[src/hdl/llr_demap_settings.svh]
`ifndef LLR_DEMAP_SETTINGS_SVH
`define LLR_DEMAP_SETTINGS_SVH

// ----------------------------------------------------------
// sample and llr widths
// ----------------------------------------------------------

// one re or im component of the input sample
// keep at llr width + 4 so sums fit before clipping
`define LLR_DAT_W 8

// one soft bit
`define LLR_LLR_W 4

// ----------------------------------------------------------
// 16qam decision geometry
// ----------------------------------------------------------

// inner/outer amplitude boundary in sample units
`define LLR_QAM16_THR 4

`endif
[src/hdl/llr_demap_pkg.sv]
`include "llr_demap_settings.svh"

package llr_demap_pkg;

  // ----------------------------------------------------------
  // modulation codes
  // ----------------------------------------------------------

  typedef logic [3:0] qam_code_t;

  localparam qam_code_t qam_bpsk  = 4'd1;
  localparam qam_code_t qam_qpsk  = 4'd2;
  localparam qam_code_t qam_8psk  = 4'd3;
  localparam qam_code_t qam_qam16 = 4'd4;

  // ----------------------------------------------------------
  // data types
  // ----------------------------------------------------------

  typedef logic signed [`LLR_DAT_W-1:0] dat_t;
  // one growth bit over the sample, for sums and magnitudes
  typedef logic signed [`LLR_DAT_W:0]   wide_t;
  typedef logic signed [`LLR_LLR_W-1:0] llr_t;

  typedef struct packed {
    dat_t re;
    dat_t im;
  } sample_t;

  // b0 is the least significant coded bit
  typedef struct packed {
    llr_t b3;
    llr_t b2;
    llr_t b1;
    llr_t b0;
  } llr_word_t;

  // rides along the data pipelines
  typedef struct packed {
    logic      sop;
    qam_code_t qam;
  } stage_ctl_t;

  // clip limits in the widened domain
  localparam wide_t llr_max_w = wide_t'(2**(`LLR_LLR_W-1) - 1);
  localparam wide_t llr_min_w = -wide_t'(2**(`LLR_LLR_W-1));

  // ----------------------------------------------------------
  // helpers
  // ----------------------------------------------------------

  // sign extend one component
  function automatic wide_t widen(input dat_t d);
    return wide_t'(d);
  endfunction

  // magnitude, -max fits thanks to the growth bit
  function automatic wide_t abs_wide(input wide_t d);
    return (d < 0) ? -d : d;
  endfunction

  function automatic llr_t saturate_llr(input wide_t dat);
    if (dat > llr_max_w) begin
      return llr_t'(llr_max_w);
    end
    if (dat < llr_min_w) begin
      return llr_t'(llr_min_w);
    end
    return llr_t'(dat);
  endfunction

endpackage

[src/hdl/llr_demap_top.sv]
`timescale 1ns/100ps

module llr_demap_top (
  input  logic                     iclk,
  input  logic                     ireset,
  input  logic                     iclkena,
  input  logic                     cfg_write,
  input  llr_demap_pkg::qam_code_t cfg_qam,
  input  logic                     ival,
  input  logic                     isop,
  input  llr_demap_pkg::sample_t   idat,
  output logic                     oval,
  output logic                     osop,
  output llr_demap_pkg::qam_code_t oqam,
  output llr_demap_pkg::llr_word_t ollr
);

  // ----------------------------------------------------------
  // internal wires
  // ----------------------------------------------------------

  // code in force for the incoming sample
  llr_demap_pkg::stage_ctl_t ctl;

  // psk result with its valid and control
  logic                      psk_val;
  llr_demap_pkg::stage_ctl_t psk_ctl;
  llr_demap_pkg::llr_word_t  psk_llr;

  // 16qam lanes, timing taken from the psk side
  llr_demap_pkg::llr_word_t  q16_llr;

  // ----------------------------------------------------------
  // instances
  // ----------------------------------------------------------

  llr_mode_regs mode_regs0 (
    .iclk      (iclk),
    .ireset    (ireset),
    .iclkena   (iclkena),
    .cfg_write (cfg_write),
    .cfg_qam   (cfg_qam),
    .ival      (ival),
    .isop      (isop),
    .ctl       (ctl)
  );

  llr_psk_demapper psk0 (
    .iclk    (iclk),
    .ireset  (ireset),
    .iclkena (iclkena),
    .ival    (ival),
    .ictl    (ctl),
    .idat    (idat),
    .oval    (psk_val),
    .octl    (psk_ctl),
    .ollr    (psk_llr)
  );

  // valid and control of this path mirror the psk path
  llr_qam16_demapper q16_0 (
    .iclk    (iclk),
    .ireset  (ireset),
    .iclkena (iclkena),
    .ival    (ival),
    .ictl    (ctl),
    .idat    (idat),
    .oval    (),
    .octl    (),
    .ollr    (q16_llr)
  );

  llr_output_select out_sel0 (
    .iclk    (iclk),
    .ireset  (ireset),
    .iclkena (iclkena),
    .psk_val (psk_val),
    .psk_ctl (psk_ctl),
    .psk_llr (psk_llr),
    .q16_llr (q16_llr),
    .oval    (oval),
    .osop    (osop),
    .oqam    (oqam),
    .ollr    (ollr)
  );

endmodule

[src/hdl/llr_output_select.sv]
`timescale 1ns/100ps

module llr_output_select (
  input  logic                      iclk,
  input  logic                      ireset,
  input  logic                      iclkena,
  input  logic                      psk_val,
  input  llr_demap_pkg::stage_ctl_t psk_ctl,
  input  llr_demap_pkg::llr_word_t  psk_llr,
  input  llr_demap_pkg::llr_word_t  q16_llr,
  output logic                      oval,
  output logic                      osop,
  output llr_demap_pkg::qam_code_t  oqam,
  output llr_demap_pkg::llr_word_t  ollr
);

  llr_demap_pkg::llr_word_t sel_llr;

  // ----------------------------------------------------------
  // lane select and mask
  // ----------------------------------------------------------

  // both paths aligned, psk control speaks for both
  always_comb begin
    sel_llr = psk_llr;
    case (psk_ctl.qam)
      llr_demap_pkg::qam_qam16: begin
        sel_llr = q16_llr;
      end
      llr_demap_pkg::qam_8psk: begin
        sel_llr.b3 = '0;
      end
      llr_demap_pkg::qam_qpsk: begin
        sel_llr.b3 = '0;
        sel_llr.b2 = '0;
      end
      // bpsk and anything unknown, b0 only
      default: begin
        sel_llr.b3 = '0;
        sel_llr.b2 = '0;
        sel_llr.b1 = '0;
      end
    endcase
  end

  // ----------------------------------------------------------
  // output register
  // ----------------------------------------------------------

  always_ff @(posedge iclk or posedge ireset) begin
    if (ireset) begin
      oval <= 1'b0;
    end else if (iclkena) begin
      oval <= psk_val;
    end
  end

  always_ff @(posedge iclk) begin
    if (iclkena && psk_val) begin
      osop <= psk_ctl.sop;
      oqam <= psk_ctl.qam;
      ollr <= sel_llr;
    end
  end

endmodule

[src/hdl/llr_qam16_demapper.sv]
`timescale 1ns/100ps
`include "llr_demap_settings.svh"

module llr_qam16_demapper (
  input  logic                      iclk,
  input  logic                      ireset,
  input  logic                      iclkena,
  input  logic                      ival,
  input  llr_demap_pkg::stage_ctl_t ictl,
  input  llr_demap_pkg::sample_t    idat,
  output logic                      oval,
  output llr_demap_pkg::stage_ctl_t octl,
  output llr_demap_pkg::llr_word_t  ollr
);

  // inner/outer boundary in the widened domain
  localparam llr_demap_pkg::wide_t thr = llr_demap_pkg::wide_t'(`LLR_QAM16_THR);

  // ----------------------------------------------------------
  // pipeline state
  // ----------------------------------------------------------

  // same depth as the psk path
  logic [3:0]                val;
  llr_demap_pkg::stage_ctl_t ctl [4];

  // stage 1
  llr_demap_pkg::wide_t      dat_re;
  llr_demap_pkg::wide_t      dat_im;
  llr_demap_pkg::wide_t      adat_re;
  llr_demap_pkg::wide_t      adat_im;

  // stage 2, sign metrics and distance to boundary
  llr_demap_pkg::wide_t      b3_met;
  llr_demap_pkg::wide_t      b2_met;
  llr_demap_pkg::wide_t      b1_met;
  llr_demap_pkg::wide_t      b0_met;

  // stage 3 and 4
  llr_demap_pkg::llr_word_t  sat_llr;
  llr_demap_pkg::llr_word_t  dly_llr;

  // ----------------------------------------------------------
  // valid chain
  // ----------------------------------------------------------

  always_ff @(posedge iclk or posedge ireset) begin
    if (ireset) begin
      val  <= '0;
      oval <= 1'b0;
    end else if (iclkena) begin
      val  <= {val[2:0], ival};
      oval <= val[3];
    end
  end

  // ----------------------------------------------------------
  // data path
  // ----------------------------------------------------------

  always_ff @(posedge iclk) begin
    if (iclkena) begin
      ctl[0] <= ictl;
      for (int i = 1; i < 4; i++) begin
        ctl[i] <= ctl[i-1];
      end
      // stage 1
      dat_re  <= llr_demap_pkg::widen(idat.re);
      dat_im  <= llr_demap_pkg::widen(idat.im);
      adat_re <= llr_demap_pkg::abs_wide(llr_demap_pkg::widen(idat.re));
      adat_im <= llr_demap_pkg::abs_wide(llr_demap_pkg::widen(idat.im));
      // stage 2
      // msbs by sign, lsbs by inner vs outer ring
      b3_met <= dat_re;
      b2_met <= dat_im;
      b1_met <= thr - adat_re;
      b0_met <= thr - adat_im;
      // stage 3
      sat_llr.b3 <= llr_demap_pkg::saturate_llr(b3_met);
      sat_llr.b2 <= llr_demap_pkg::saturate_llr(b2_met);
      sat_llr.b1 <= llr_demap_pkg::saturate_llr(b1_met);
      sat_llr.b0 <= llr_demap_pkg::saturate_llr(b0_met);
      // stage 4
      dly_llr <= sat_llr;
      // stage 5
      if (val[3]) begin
        octl <= ctl[3];
        ollr <= dly_llr;
      end
    end
  end

endmodule

[src/hdl/llr_psk_demapper.sv]
`timescale 1ns/100ps

module llr_psk_demapper (
  input  logic                      iclk,
  input  logic                      ireset,
  input  logic                      iclkena,
  input  logic                      ival,
  input  llr_demap_pkg::stage_ctl_t ictl,
  input  llr_demap_pkg::sample_t    idat,
  output logic                      oval,
  output llr_demap_pkg::stage_ctl_t octl,
  output llr_demap_pkg::llr_word_t  ollr
);

  // ----------------------------------------------------------
  // pipeline state
  // ----------------------------------------------------------

  // valid per stage, bit 3 feeds the capture stage
  logic [3:0]                val;
  llr_demap_pkg::stage_ctl_t ctl [4];

  // stage 1, registered components and magnitudes
  llr_demap_pkg::wide_t      dat_re;
  llr_demap_pkg::wide_t      dat_im;
  llr_demap_pkg::wide_t      adat_re;
  llr_demap_pkg::wide_t      adat_im;

  // stage 2, raw metrics
  llr_demap_pkg::wide_t      b0_met;
  llr_demap_pkg::wide_t      b1_met;
  llr_demap_pkg::wide_t      b2_met;

  // stage 3 clipped, stage 4 delayed
  llr_demap_pkg::llr_word_t  sat_llr;
  llr_demap_pkg::llr_word_t  dly_llr;

  // ----------------------------------------------------------
  // valid chain
  // ----------------------------------------------------------

  always_ff @(posedge iclk or posedge ireset) begin
    if (ireset) begin
      val  <= '0;
      oval <= 1'b0;
    end else if (iclkena) begin
      val  <= {val[2:0], ival};
      oval <= val[3];
    end
  end

  // ----------------------------------------------------------
  // data path
  // ----------------------------------------------------------

  always_ff @(posedge iclk) begin
    if (iclkena) begin
      // control follows the data stage by stage
      ctl[0] <= ictl;
      for (int i = 1; i < 4; i++) begin
        ctl[i] <= ctl[i-1];
      end
      // stage 1
      dat_re  <= llr_demap_pkg::widen(idat.re);
      dat_im  <= llr_demap_pkg::widen(idat.im);
      adat_re <= llr_demap_pkg::abs_wide(llr_demap_pkg::widen(idat.re));
      adat_im <= llr_demap_pkg::abs_wide(llr_demap_pkg::widen(idat.im));
      // stage 2
      // bit 1 of the code picks the b0 form
      b2_met <= dat_im;
      b1_met <= dat_re;
      b0_met <= ctl[0].qam[1] ? (adat_re - adat_im) : (dat_re + dat_im);
      // stage 3
      // psk never carries b3
      sat_llr.b3 <= '0;
      sat_llr.b2 <= llr_demap_pkg::saturate_llr(b2_met);
      sat_llr.b1 <= llr_demap_pkg::saturate_llr(b1_met);
      sat_llr.b0 <= llr_demap_pkg::saturate_llr(b0_met);
      // stage 4
      dly_llr <= sat_llr;
      // stage 5, hold the last valid result
      if (val[3]) begin
        octl <= ctl[3];
        ollr <= dly_llr;
      end
    end
  end

endmodule

[src/hdl/llr_mode_regs.sv]
`timescale 1ns/100ps

module llr_mode_regs (
  input  logic                      iclk,
  input  logic                      ireset,
  input  logic                      iclkena,
  input  logic                      cfg_write,
  input  llr_demap_pkg::qam_code_t  cfg_qam,
  input  logic                      ival,
  input  logic                      isop,
  output llr_demap_pkg::stage_ctl_t ctl
);

  // ----------------------------------------------------------
  // code registers
  // ----------------------------------------------------------

  llr_demap_pkg::qam_code_t staged_qam;
  llr_demap_pkg::qam_code_t active_qam;
  llr_demap_pkg::qam_code_t wr_qam;
  logic                     frame_start;

  // unknown codes collapse to bpsk on write
  always_comb begin
    case (cfg_qam)
      llr_demap_pkg::qam_bpsk,
      llr_demap_pkg::qam_qpsk,
      llr_demap_pkg::qam_8psk,
      llr_demap_pkg::qam_qam16: wr_qam = cfg_qam;
      default:                  wr_qam = llr_demap_pkg::qam_bpsk;
    endcase
  end

  assign frame_start = ival & isop;

  always_ff @(posedge iclk or posedge ireset) begin
    if (ireset) begin
      staged_qam <= llr_demap_pkg::qam_bpsk;
      active_qam <= llr_demap_pkg::qam_bpsk;
    end else if (iclkena) begin
      if (cfg_write) begin
        staged_qam <= wr_qam;
      end
      // switch over only on a real frame start
      if (frame_start) begin
        active_qam <= staged_qam;
      end
    end
  end

  // ----------------------------------------------------------
  // control for the current sample
  // ----------------------------------------------------------

  // sop sample already sees the staged code
  always_comb begin
    ctl.sop = isop;
    ctl.qam = frame_start ? staged_qam : active_qam;
  end

endmodule

[config.mk]
export PLATFORM = sky130hd
export DESIGN_NAME = llr_demap_top
export DESIGN_NICKNAME = d
export VERILOG_FILES = /design/src/hdl/llr_demap_pkg.sv /design/src/hdl/llr_demap_top.sv /design/src/hdl/llr_output_select.sv /design/src/hdl/llr_qam16_demapper.sv /design/src/hdl/llr_psk_demapper.sv /design/src/hdl/llr_mode_regs.sv
export VERILOG_INCLUDE_DIRS = /design/src /design/src/hdl
export SDC_FILE = /design/constraint.sdc
export NUM_CORES = 1
export LEC_CHECK = 0
export BUFFER_PORTS_ARGS = -buffer_cell sky130_fd_sc_hd__buf_2
export CAP_MARGIN = 20
export CORE_MARGIN = 2
export CORE_UTILIZATION = 30
export CTS_CLUSTER_SIZE = 28
export DETAILED_ROUTE_END_ITERATION = 12
export SYNTH_ARGS = -nofsm -noshare
export SYNTH_HDL_FRONTEND = slang
export SYNTH_SLANG_ARGS = --single-unit
[constraint.sdc]
create_clock -name iclk -period 2.2 [get_ports iclk]
set_input_delay 0.22 -clock iclk [delete_from_list [all_inputs] [get_ports iclk]]
set_output_delay 0.22 -clock iclk [all_outputs]
set_load 0.05 [all_outputs]
==> results.md, run 1 <==
* Status: finished clean
* Internal cell power at about 6.5 mW
* Post-synth EDFFs at approximately 180
* Final period util at 95.9%
* Vias post-DR at 3984
* Placed cells at slightly below 900
* Io pins at 48
* Iter 0 DRT Violations at 201
* Clock-pin slew on the worst setup and hold paths at about 0.070 ns
* R2r endpoint: psk0.b0_met[8]
* Global route total overflow at 0
* Mean routed wirelength per cell at ~14 µm
* Leakage at 3.33 nW
* Antenna Cells at 0
* Synthesized area per cell at 15.6 µm²
* Antenna violations before repair at 0
* CP startpoint: psk0.dat_re[0]
* Seq pwr share at between 50% and 60%
* Die Area at between 20000 and 30000 µm²
* Vias in the first global route at 4042
* P per Cell Area at 964 nW/µm²
* Max_slew headroom at 64.0%
* Row count at 58
* Mapped Area at 7730 µm²
* Final setup violating endpoints at 0
* CTS tree: yes
* Worst Tran Pin Value at between 0.5 and 0.6 ns
* GRT Util Overall at roughly a tenth
* Net Sw Frac at 26.4%
* Async S/R FF share, synth at 7.25%
* Hold Path Depth at 1
* Ys flop type: edfxtp_1
* Routability congestion estimate at 0.887
* Clock power frac at a little over a third
* Worst Hold Class: in -> reg
* Finished Layout Cells at 913
* Worst EP required at between 2 and 2.5 ns
* Drt pass-1 iters at 5
* Logic pwr share at roughly an eighth
* Reg2reg setup slack at between 0.08 and 0.09 ns
* Crit path DAT at 2.27 ns
* Count of input and output buffers at 47
* Period minus WS final at roughly 2.1 ns
* Reg2reg path depth at 9
* Psw at 2.32 mW
* Horizontal die dimension at between 150 and 200 µm
* HPWL Detailed at between 9 and 10 mm
* Post-Syn Instances at 496
* # Max-Cap Violations at 0
* First-pass GRT wire length at approximately 21 mm
* Clk buf depth at 2
* Minimum hold slack at about 0.025 ns
* Worst Path Class, Setup: reg -> reg
* Area Growth Syn to Fin at 18.1%
* Worst r2r src: psk0.dat_re[0]
* Fmax at 474 MHz
* Sequential share of the synthesized area at 74.1%
* Element type at the critical path end: register
* Clk sink count at approximately 190
* Final net count at slightly above 600
* Layout Skew at between 0.008 and 0.009 ns
* Starting Density at a little under a third
* Remaining antenna violation count at 0
* CTS H-tree depth at 4
* Max-slew violations at 0
* YS warnings at 0
* Largest net degree at the start of global routing at 73
* Clk_lat worst skew at approximately 0.43 ns
* End of the critical path: psk0.b0_met[8]
* Synth area leader: edfxtp_1
* Worst-path fanout max at 3
* Height of the die at roughly 160 µm
* CTS buffer count at 17
* Top cells by area, synth: edfxtp_1 70%, dfrtp_1 3.9%, ha_1 3.2%
* Netlist cell types at 43
* Overall power at between 8 and 9 mW
* Clock Tree Root: clkbuf_16
* CP Launch Type: register
* Post-Route WL at roughly 13 mm
* Yosys top cell area share at 69.5%
* Final core occ at 36.1%
* # DRC at 0
* Vias per cell at between 4 and 5
* Final Hold Viols at 0
* Peak supply drop at roughly 0.37 mV
* Yosys reg bits at slightly below 200
* Core area at around 25000 µm²
* Share of cells above drive strength 1 at between 20% and 30%
kinds of logic after synthesis:
kind of cell,Yosys count,synth area share (%)
muxes,21,3.01
and+or+nand+nor,125,8.22
AOI/OAI and AO/OA,68,5.24
buffers and inverters,29,1.44
adders and majority gates,22,3.75
other,1,0.0485
DFF,193,74.1
xor gates and xnor gates,37,4.19
synth_stat cells (6+ instances only):
master    instances
ha_1             20
nand2b_1          9
xnor2_1          23
o21ai_0          18
inv_1            20
xor2_1           14
and2_1           11
clkbuf_1          6
mux2_2           18
edfxtp_1        179
o21a_1            9
dfrtp_1          12
nand2_1          25
or3_1             6
a21oi_1          23
nor3_1            8
nor2_1           37
nand3_1           9
layout by cell type, fill, tap and decap left out, types with 8 or more instances in the layout:
cell / n
buf_2: 46
ha_1: 20
nor3_1: 8
mux2_2: 18
dfrtp_1: 12
nand2_1: 25
o21ai_0: 18
and2_1: 11
xor2_1: 14
xnor2_1: 23
buf_4: 9
clkbuf_16: 18
nand3_1: 8
o21a_1: 9
inv_1: 20
a21oi_1: 23
edfxtp_1: 179
nor2_1: 37
nand2b_1: 8
through the flow:
stage,instance area [µm²],setup slack (ns),TNS (ns)
2_1_floorplan,7730,0.123,0
5_1_grt,9130,-0.00675,-0.00675
6_report,9130,0.0893,0
4_1_cts,9100,0.0230,0
3_3_place_gp,8430,0.0381,0
3_5_place_dp,8430,0.000478,0
worst min-delay path by stage:
stage	endpoint	slack, ns	startpoint
floorplan	mode_regs0.active_qam[1]	0.11	ireset
global placement	out_sel0.oval	0.27	ireset
detailed placement	out_sel0.oval	0.29	ireset
CTS	psk0.dat_re[4]	0.003	idat[12]
global route	psk0.dat_im[0]	0.009	idat[0]
finish	psk0.dat_re[2]	0.02	idat[10]
critical path, cell delays in order, from the launching register on:
cell and delay, ns:
edfxtp_1 0.38, ha_1 0.19, inv_1 0.07, fa_1 0.46
nand2b_4 0.17, a21oi_2 0.13, buf_4 0.14, nor3_1 0.04
o21ai_0 0.14, o21ai_0 0.12
power groups by stage:
stage	Combinational, mW	Clock (mW)	Sequential (mW)
2_1_floorplan	0.574	0	4.87
3_3_place_gp	1.05	0	4.74
3_5_place_dp	1.07	0	4.75
4_1_cts	1.08	3.15	4.67
5_1_grt	1.20	3.30	4.71
6_report	1.08	3.06	4.66
per-layer routing:
| layer | vias up | share of wire, % | global-route usage [%] |
|---|---|---|---|
| met2 | 79 | 48 | 16.3 |
| li1 | 1993 | - | - |
| met1 | 1897 | 46 | 12.6 |
| met5 | - | 0 | 0 |
| met3 | 15 | 4.1 | 3.01 |
| met4 | 0 | 2.0 | 4.74 |
registers in the layout (all words and copies together), names as in the netlist, 9 cells and up:
signal         count
psk0.ctl          20
out_sel0.ollr     16
q16_0.b1_met       9
q16_0.ollr        12
psk0.b0_met        9
psk0.sat_llr      12
q16_0.b0_met       9
psk0.dly_llr      12
cell type report:
| class | instances | area [µm²] |
|---|---|---|
| clock inverter | 14 | 163 |
| tap | 330 | 413 |
| sequential | 193 | 5730 |
| inverter | 21 | 78.8 |
| timing repair buffer | 62 | 378 |
| multi-input combinational | 275 | 1920 |
| fill | 2404 | 16100 |
| clock buffer | 18 | 450 |
what timing repair did:
item | 4_1_cts | 5_1_grt
gates resized for setup | 1 | 4
hold buffers | 6 | 0
pin swaps | 0 | 4
endpoints found under the setup margin | 1 | 3
endpoints found under the hold margin | 17 | 0
setup buffers | 0 | 1
Note: power is estimated with default switching activity, not from simulation.
==> run 2, diff against run 1 <==
Clock period 2.2 ns to 2.3 ns, I/O delays scaled along.
==> run 2 against run 1 <==
Compared with the run above:
- maximum frequency shrank 3.0%
- routed wire length is 0.42% lower
- clock power is 7.8% lower
- global-route usage fell by 0.16 points
- final cell count is 0.22% lower
- sequential share of layout area grew 0.55 points
- critical path type unchanged
- highest routed layer unchanged
==> results.md, run 2 (synthesis gave the netlist of run 1 again) <==
* Status: finished clean
* Clk sink count at 193 (unchanged)
* Hold Crit Endpoint: psk0.dat_re[0]
* Max-slew violations at 0 (unchanged)
* Psw at 2.04 mW (-12%)
* Clock Tree Root: clkbuf_16
* Antenna violations before repair at 0 (unchanged)
* First-pass GRT wire length at 20.4 mm (-0.73%)
* Reg2reg path depth at 8 (-1)
* Die Area at 27100 µm² (unchanged)
* Final net count at 616 (-0.32%)
* Worst stage delay on the critical path at 0.44 ns (-0.02 ns)
* Overall power at 8.31 mW (-5.5%)
* Final setup violating endpoints at 0 (unchanged)
* Biggest regs: psk0.ctl x20, out_sel0.ollr x16
* Period minus WS final at 2.18 ns (+0.0647 ns)
* Reg2reg setup slack at 0.12 ns (+0.04 ns)
* Final instance area at 9050 µm² (-0.86%)
* Pre-CTS setup slack at 0.0181 ns (+0.0176 ns)
* Routability congestion estimate at 0.907 (+2.3%)
* Seq pwr share at 53.7% (+0.7 points)
* Slack of the critical path at 0.125 ns (+0.0353 ns)
* Crit path DAT at 2.34 ns (+0.07 ns)
* Bufs and invs on worst path at 1 (-1)
* Height of the die at 165 µm (unchanged)
* Post-Route WL at 12.7 mm (-0.42%)
* Clk_lat worst skew at 0.42 ns (about the same)
* Hold_sp: idat[8]
* GR Util met2 at 15.4% (-0.89 points)
* HPWL Detailed at 9.18 mm (-1.1%)
* Share of cells above drive strength 1 at 19.4% (-0.62 points)
* Finished Layout Cells at 911 (-0.22%)
* Hold Path Depth at 1 (unchanged)
* Commonest non-fill, non-tap cell in the layout: edfxtp_1
* Leakage at 3.28 nW (-1.3%)
* Peak supply drop at 0.382 mV (+4.6%)
* Core area at 25300 µm² (unchanged)
* Count of input and output buffers at 47 (unchanged)
* Vias in the first global route at 3935 (-2.6%)
* Worst-path fanout max at 4 (+1)
* Element type at the critical path end: register
* GRT Util Overall at 9.99% (-0.16 points)
* Area Growth Syn to Fin at 17.0%
* Clock power frac at 33.9% (-0.8 points)
* Met3 GRT Util at 2.44% (-0.58 points)
* Worst Hold Class: in -> reg
* Placed cells at 874 (unchanged)
* Setup repair after global routing missed its margin: false
* # Max-Cap Violations at 0 (unchanged)
* Fmax at 460 MHz (-3.0%)
* Io pins at 48 (unchanged)
* Global route total overflow at 0 (unchanged)
* Register name with the most flops: psk0.ctl
* CTS H-tree depth at 4 (unchanged)
* Net Sw Frac at 24.5% (-1.9 points)
* Internal cell power at 6.27 mW (-3.2%)
* Iter 0 DRT Violations at 238 (+18%)
* CP delay by family, top: compound AO/OA/AOI/OAI gates
* Starting Density at 30.6% (unchanged)
* CTS tree: yes
* # DRC at 0 (unchanged)
* Max_slew headroom at 64.2% (+0.23 points)
* CP max stage cell: edfxtp_1
* Post-DP Area at 8410 µm² (-0.15%)
* Row count at 58 (unchanged)
* Final setup TNS at 0 ns (unchanged)
* Drt pass-1 iters at 4 (-1)
* Largest net degree at the start of global routing at 45 (-38%)
* Vias post-DR at 3999 (+0.38%)
* Worst EP required at 2.46 ns (+0.10 ns)
* Met1 Track Usage GR at 13.1% (+0.49 points)
* Worst Path Class, Setup: reg -> reg
* Minimum hold slack at 0.0176 ns (-0.00729 ns)
* Max FFs per register at 20 (unchanged)
* Final Hold Viols at 0 (unchanged)
* Clock-pin slew on the worst setup and hold paths at 0.07 ns (about the same)
* Gr busiest metal: met2
* Critical path, cell by cell: ha_2, inv_1, fa_2, nand2b_4, a21oi_4, nor3_1, a2111oi_1, a21oi_1
* Vias per cell at 4.39 (+0.60%)
* Worst Tran Pin Value at 0.536 ns (-0.00338 ns)
* Antenna Cells at 0 (unchanged)
* Remaining antenna violation count at 0 (unchanged)
* CTS buffer count at 17 (unchanged)
* Logic pwr share at 12.3% (about the same)
* Final period util at 94.6% (-1.4 points)
* Worst r2r src: psk0.dat_re[0]
* Most frequent cells in the layout: 179 x edfxtp_1, 46 x buf_2, 37 x nor2_1, 25 x nand2_1
* Mean routed wirelength per cell at 13.9 µm (-0.21%)
* Layout Skew at 0.00701 ns (-0.00128 ns)
* CP Launch Type: register
* Clk buf depth at 2 (unchanged)
* Final core occ at 35.8% (-0.31 points)
* P per Cell Area at 919 nW/µm² (-4.7%)
* R2r endpoint: psk0.b0_met[6]
* Horizontal die dimension at 165 µm (unchanged)
run 2: worst reg2reg max path, cell delays in order, from the launching register on:
cell	delay (ns)
edfxtp_1	0.44
ha_2	0.22
inv_1	0.05
fa_2	0.35
nand2b_4	0.17
a21oi_4	0.18
nor3_1	0.06
a2111oi_1	0.36
a21oi_1	0.07
run 2: how the worst max path moves through the flow:
stage	slack (ns)	endpoint	cells past startpoint	from
5_1_grt	0.02	psk0.b0_met[6]	8	psk0.dat_re[0]
3_3_place_gp	0.1	psk0.b0_met[6]	8	psk0.dat_re[0]
3_5_place_dp	0.02	psk0.b0_met[6]	8	psk0.dat_re[0]
2_1_floorplan	0.22	psk0.b0_met[6]	8	psk0.dat_im[0]
4_1_cts	0.02	psk0.b0_met[6]	8	psk0.dat_re[0]
6_report	0.12	psk0.b0_met[6]	8	psk0.dat_re[0]
run 2: what timing repair did:
item | 4_1_cts | 5_1_grt
pin swaps | 0 | 5
hold buffers | 3 | 0
buffers inserted | 0 | 2
gates resized for setup | 1 | 5
setup endpoints to repair | 1 | 2
hold endpoints to repair | 14 | 0
run 2: cell type report:
| cell class | instances | area (µm²) |
|---|---|---|
| clock buffer | 20 | 437 |
| multi-input combinational | 275 | 1920 |
| sequential | 193 | 5730 |
| inverter | 21 | 78.8 |
| clock inverter | 12 | 133 |
| fill | 2393 | 16200 |
| tap | 330 | 413 |
| timing repair buffer | 60 | 343 |
run 2: power by group through the flow:
stage / combinational (mW) / sequential, mW / clock [mW]
2_1_floorplan: 0.549 / 4.65 / 0
3_3_place_gp: 0.992 / 4.53 / 0
3_5_place_dp: 1.01 / 4.55 / 0
4_1_cts: 1.02 / 4.47 / 2.91
5_1_grt: 1.14 / 4.51 / 3.05
6_report: 1.03 / 4.47 / 2.82
run 2: layer usage:
layer	wire [µm]	vias up
met2	5820	97
met1	5840	1891
met5	0	-
met3	601	29
li1	-	1982
met4	398	0
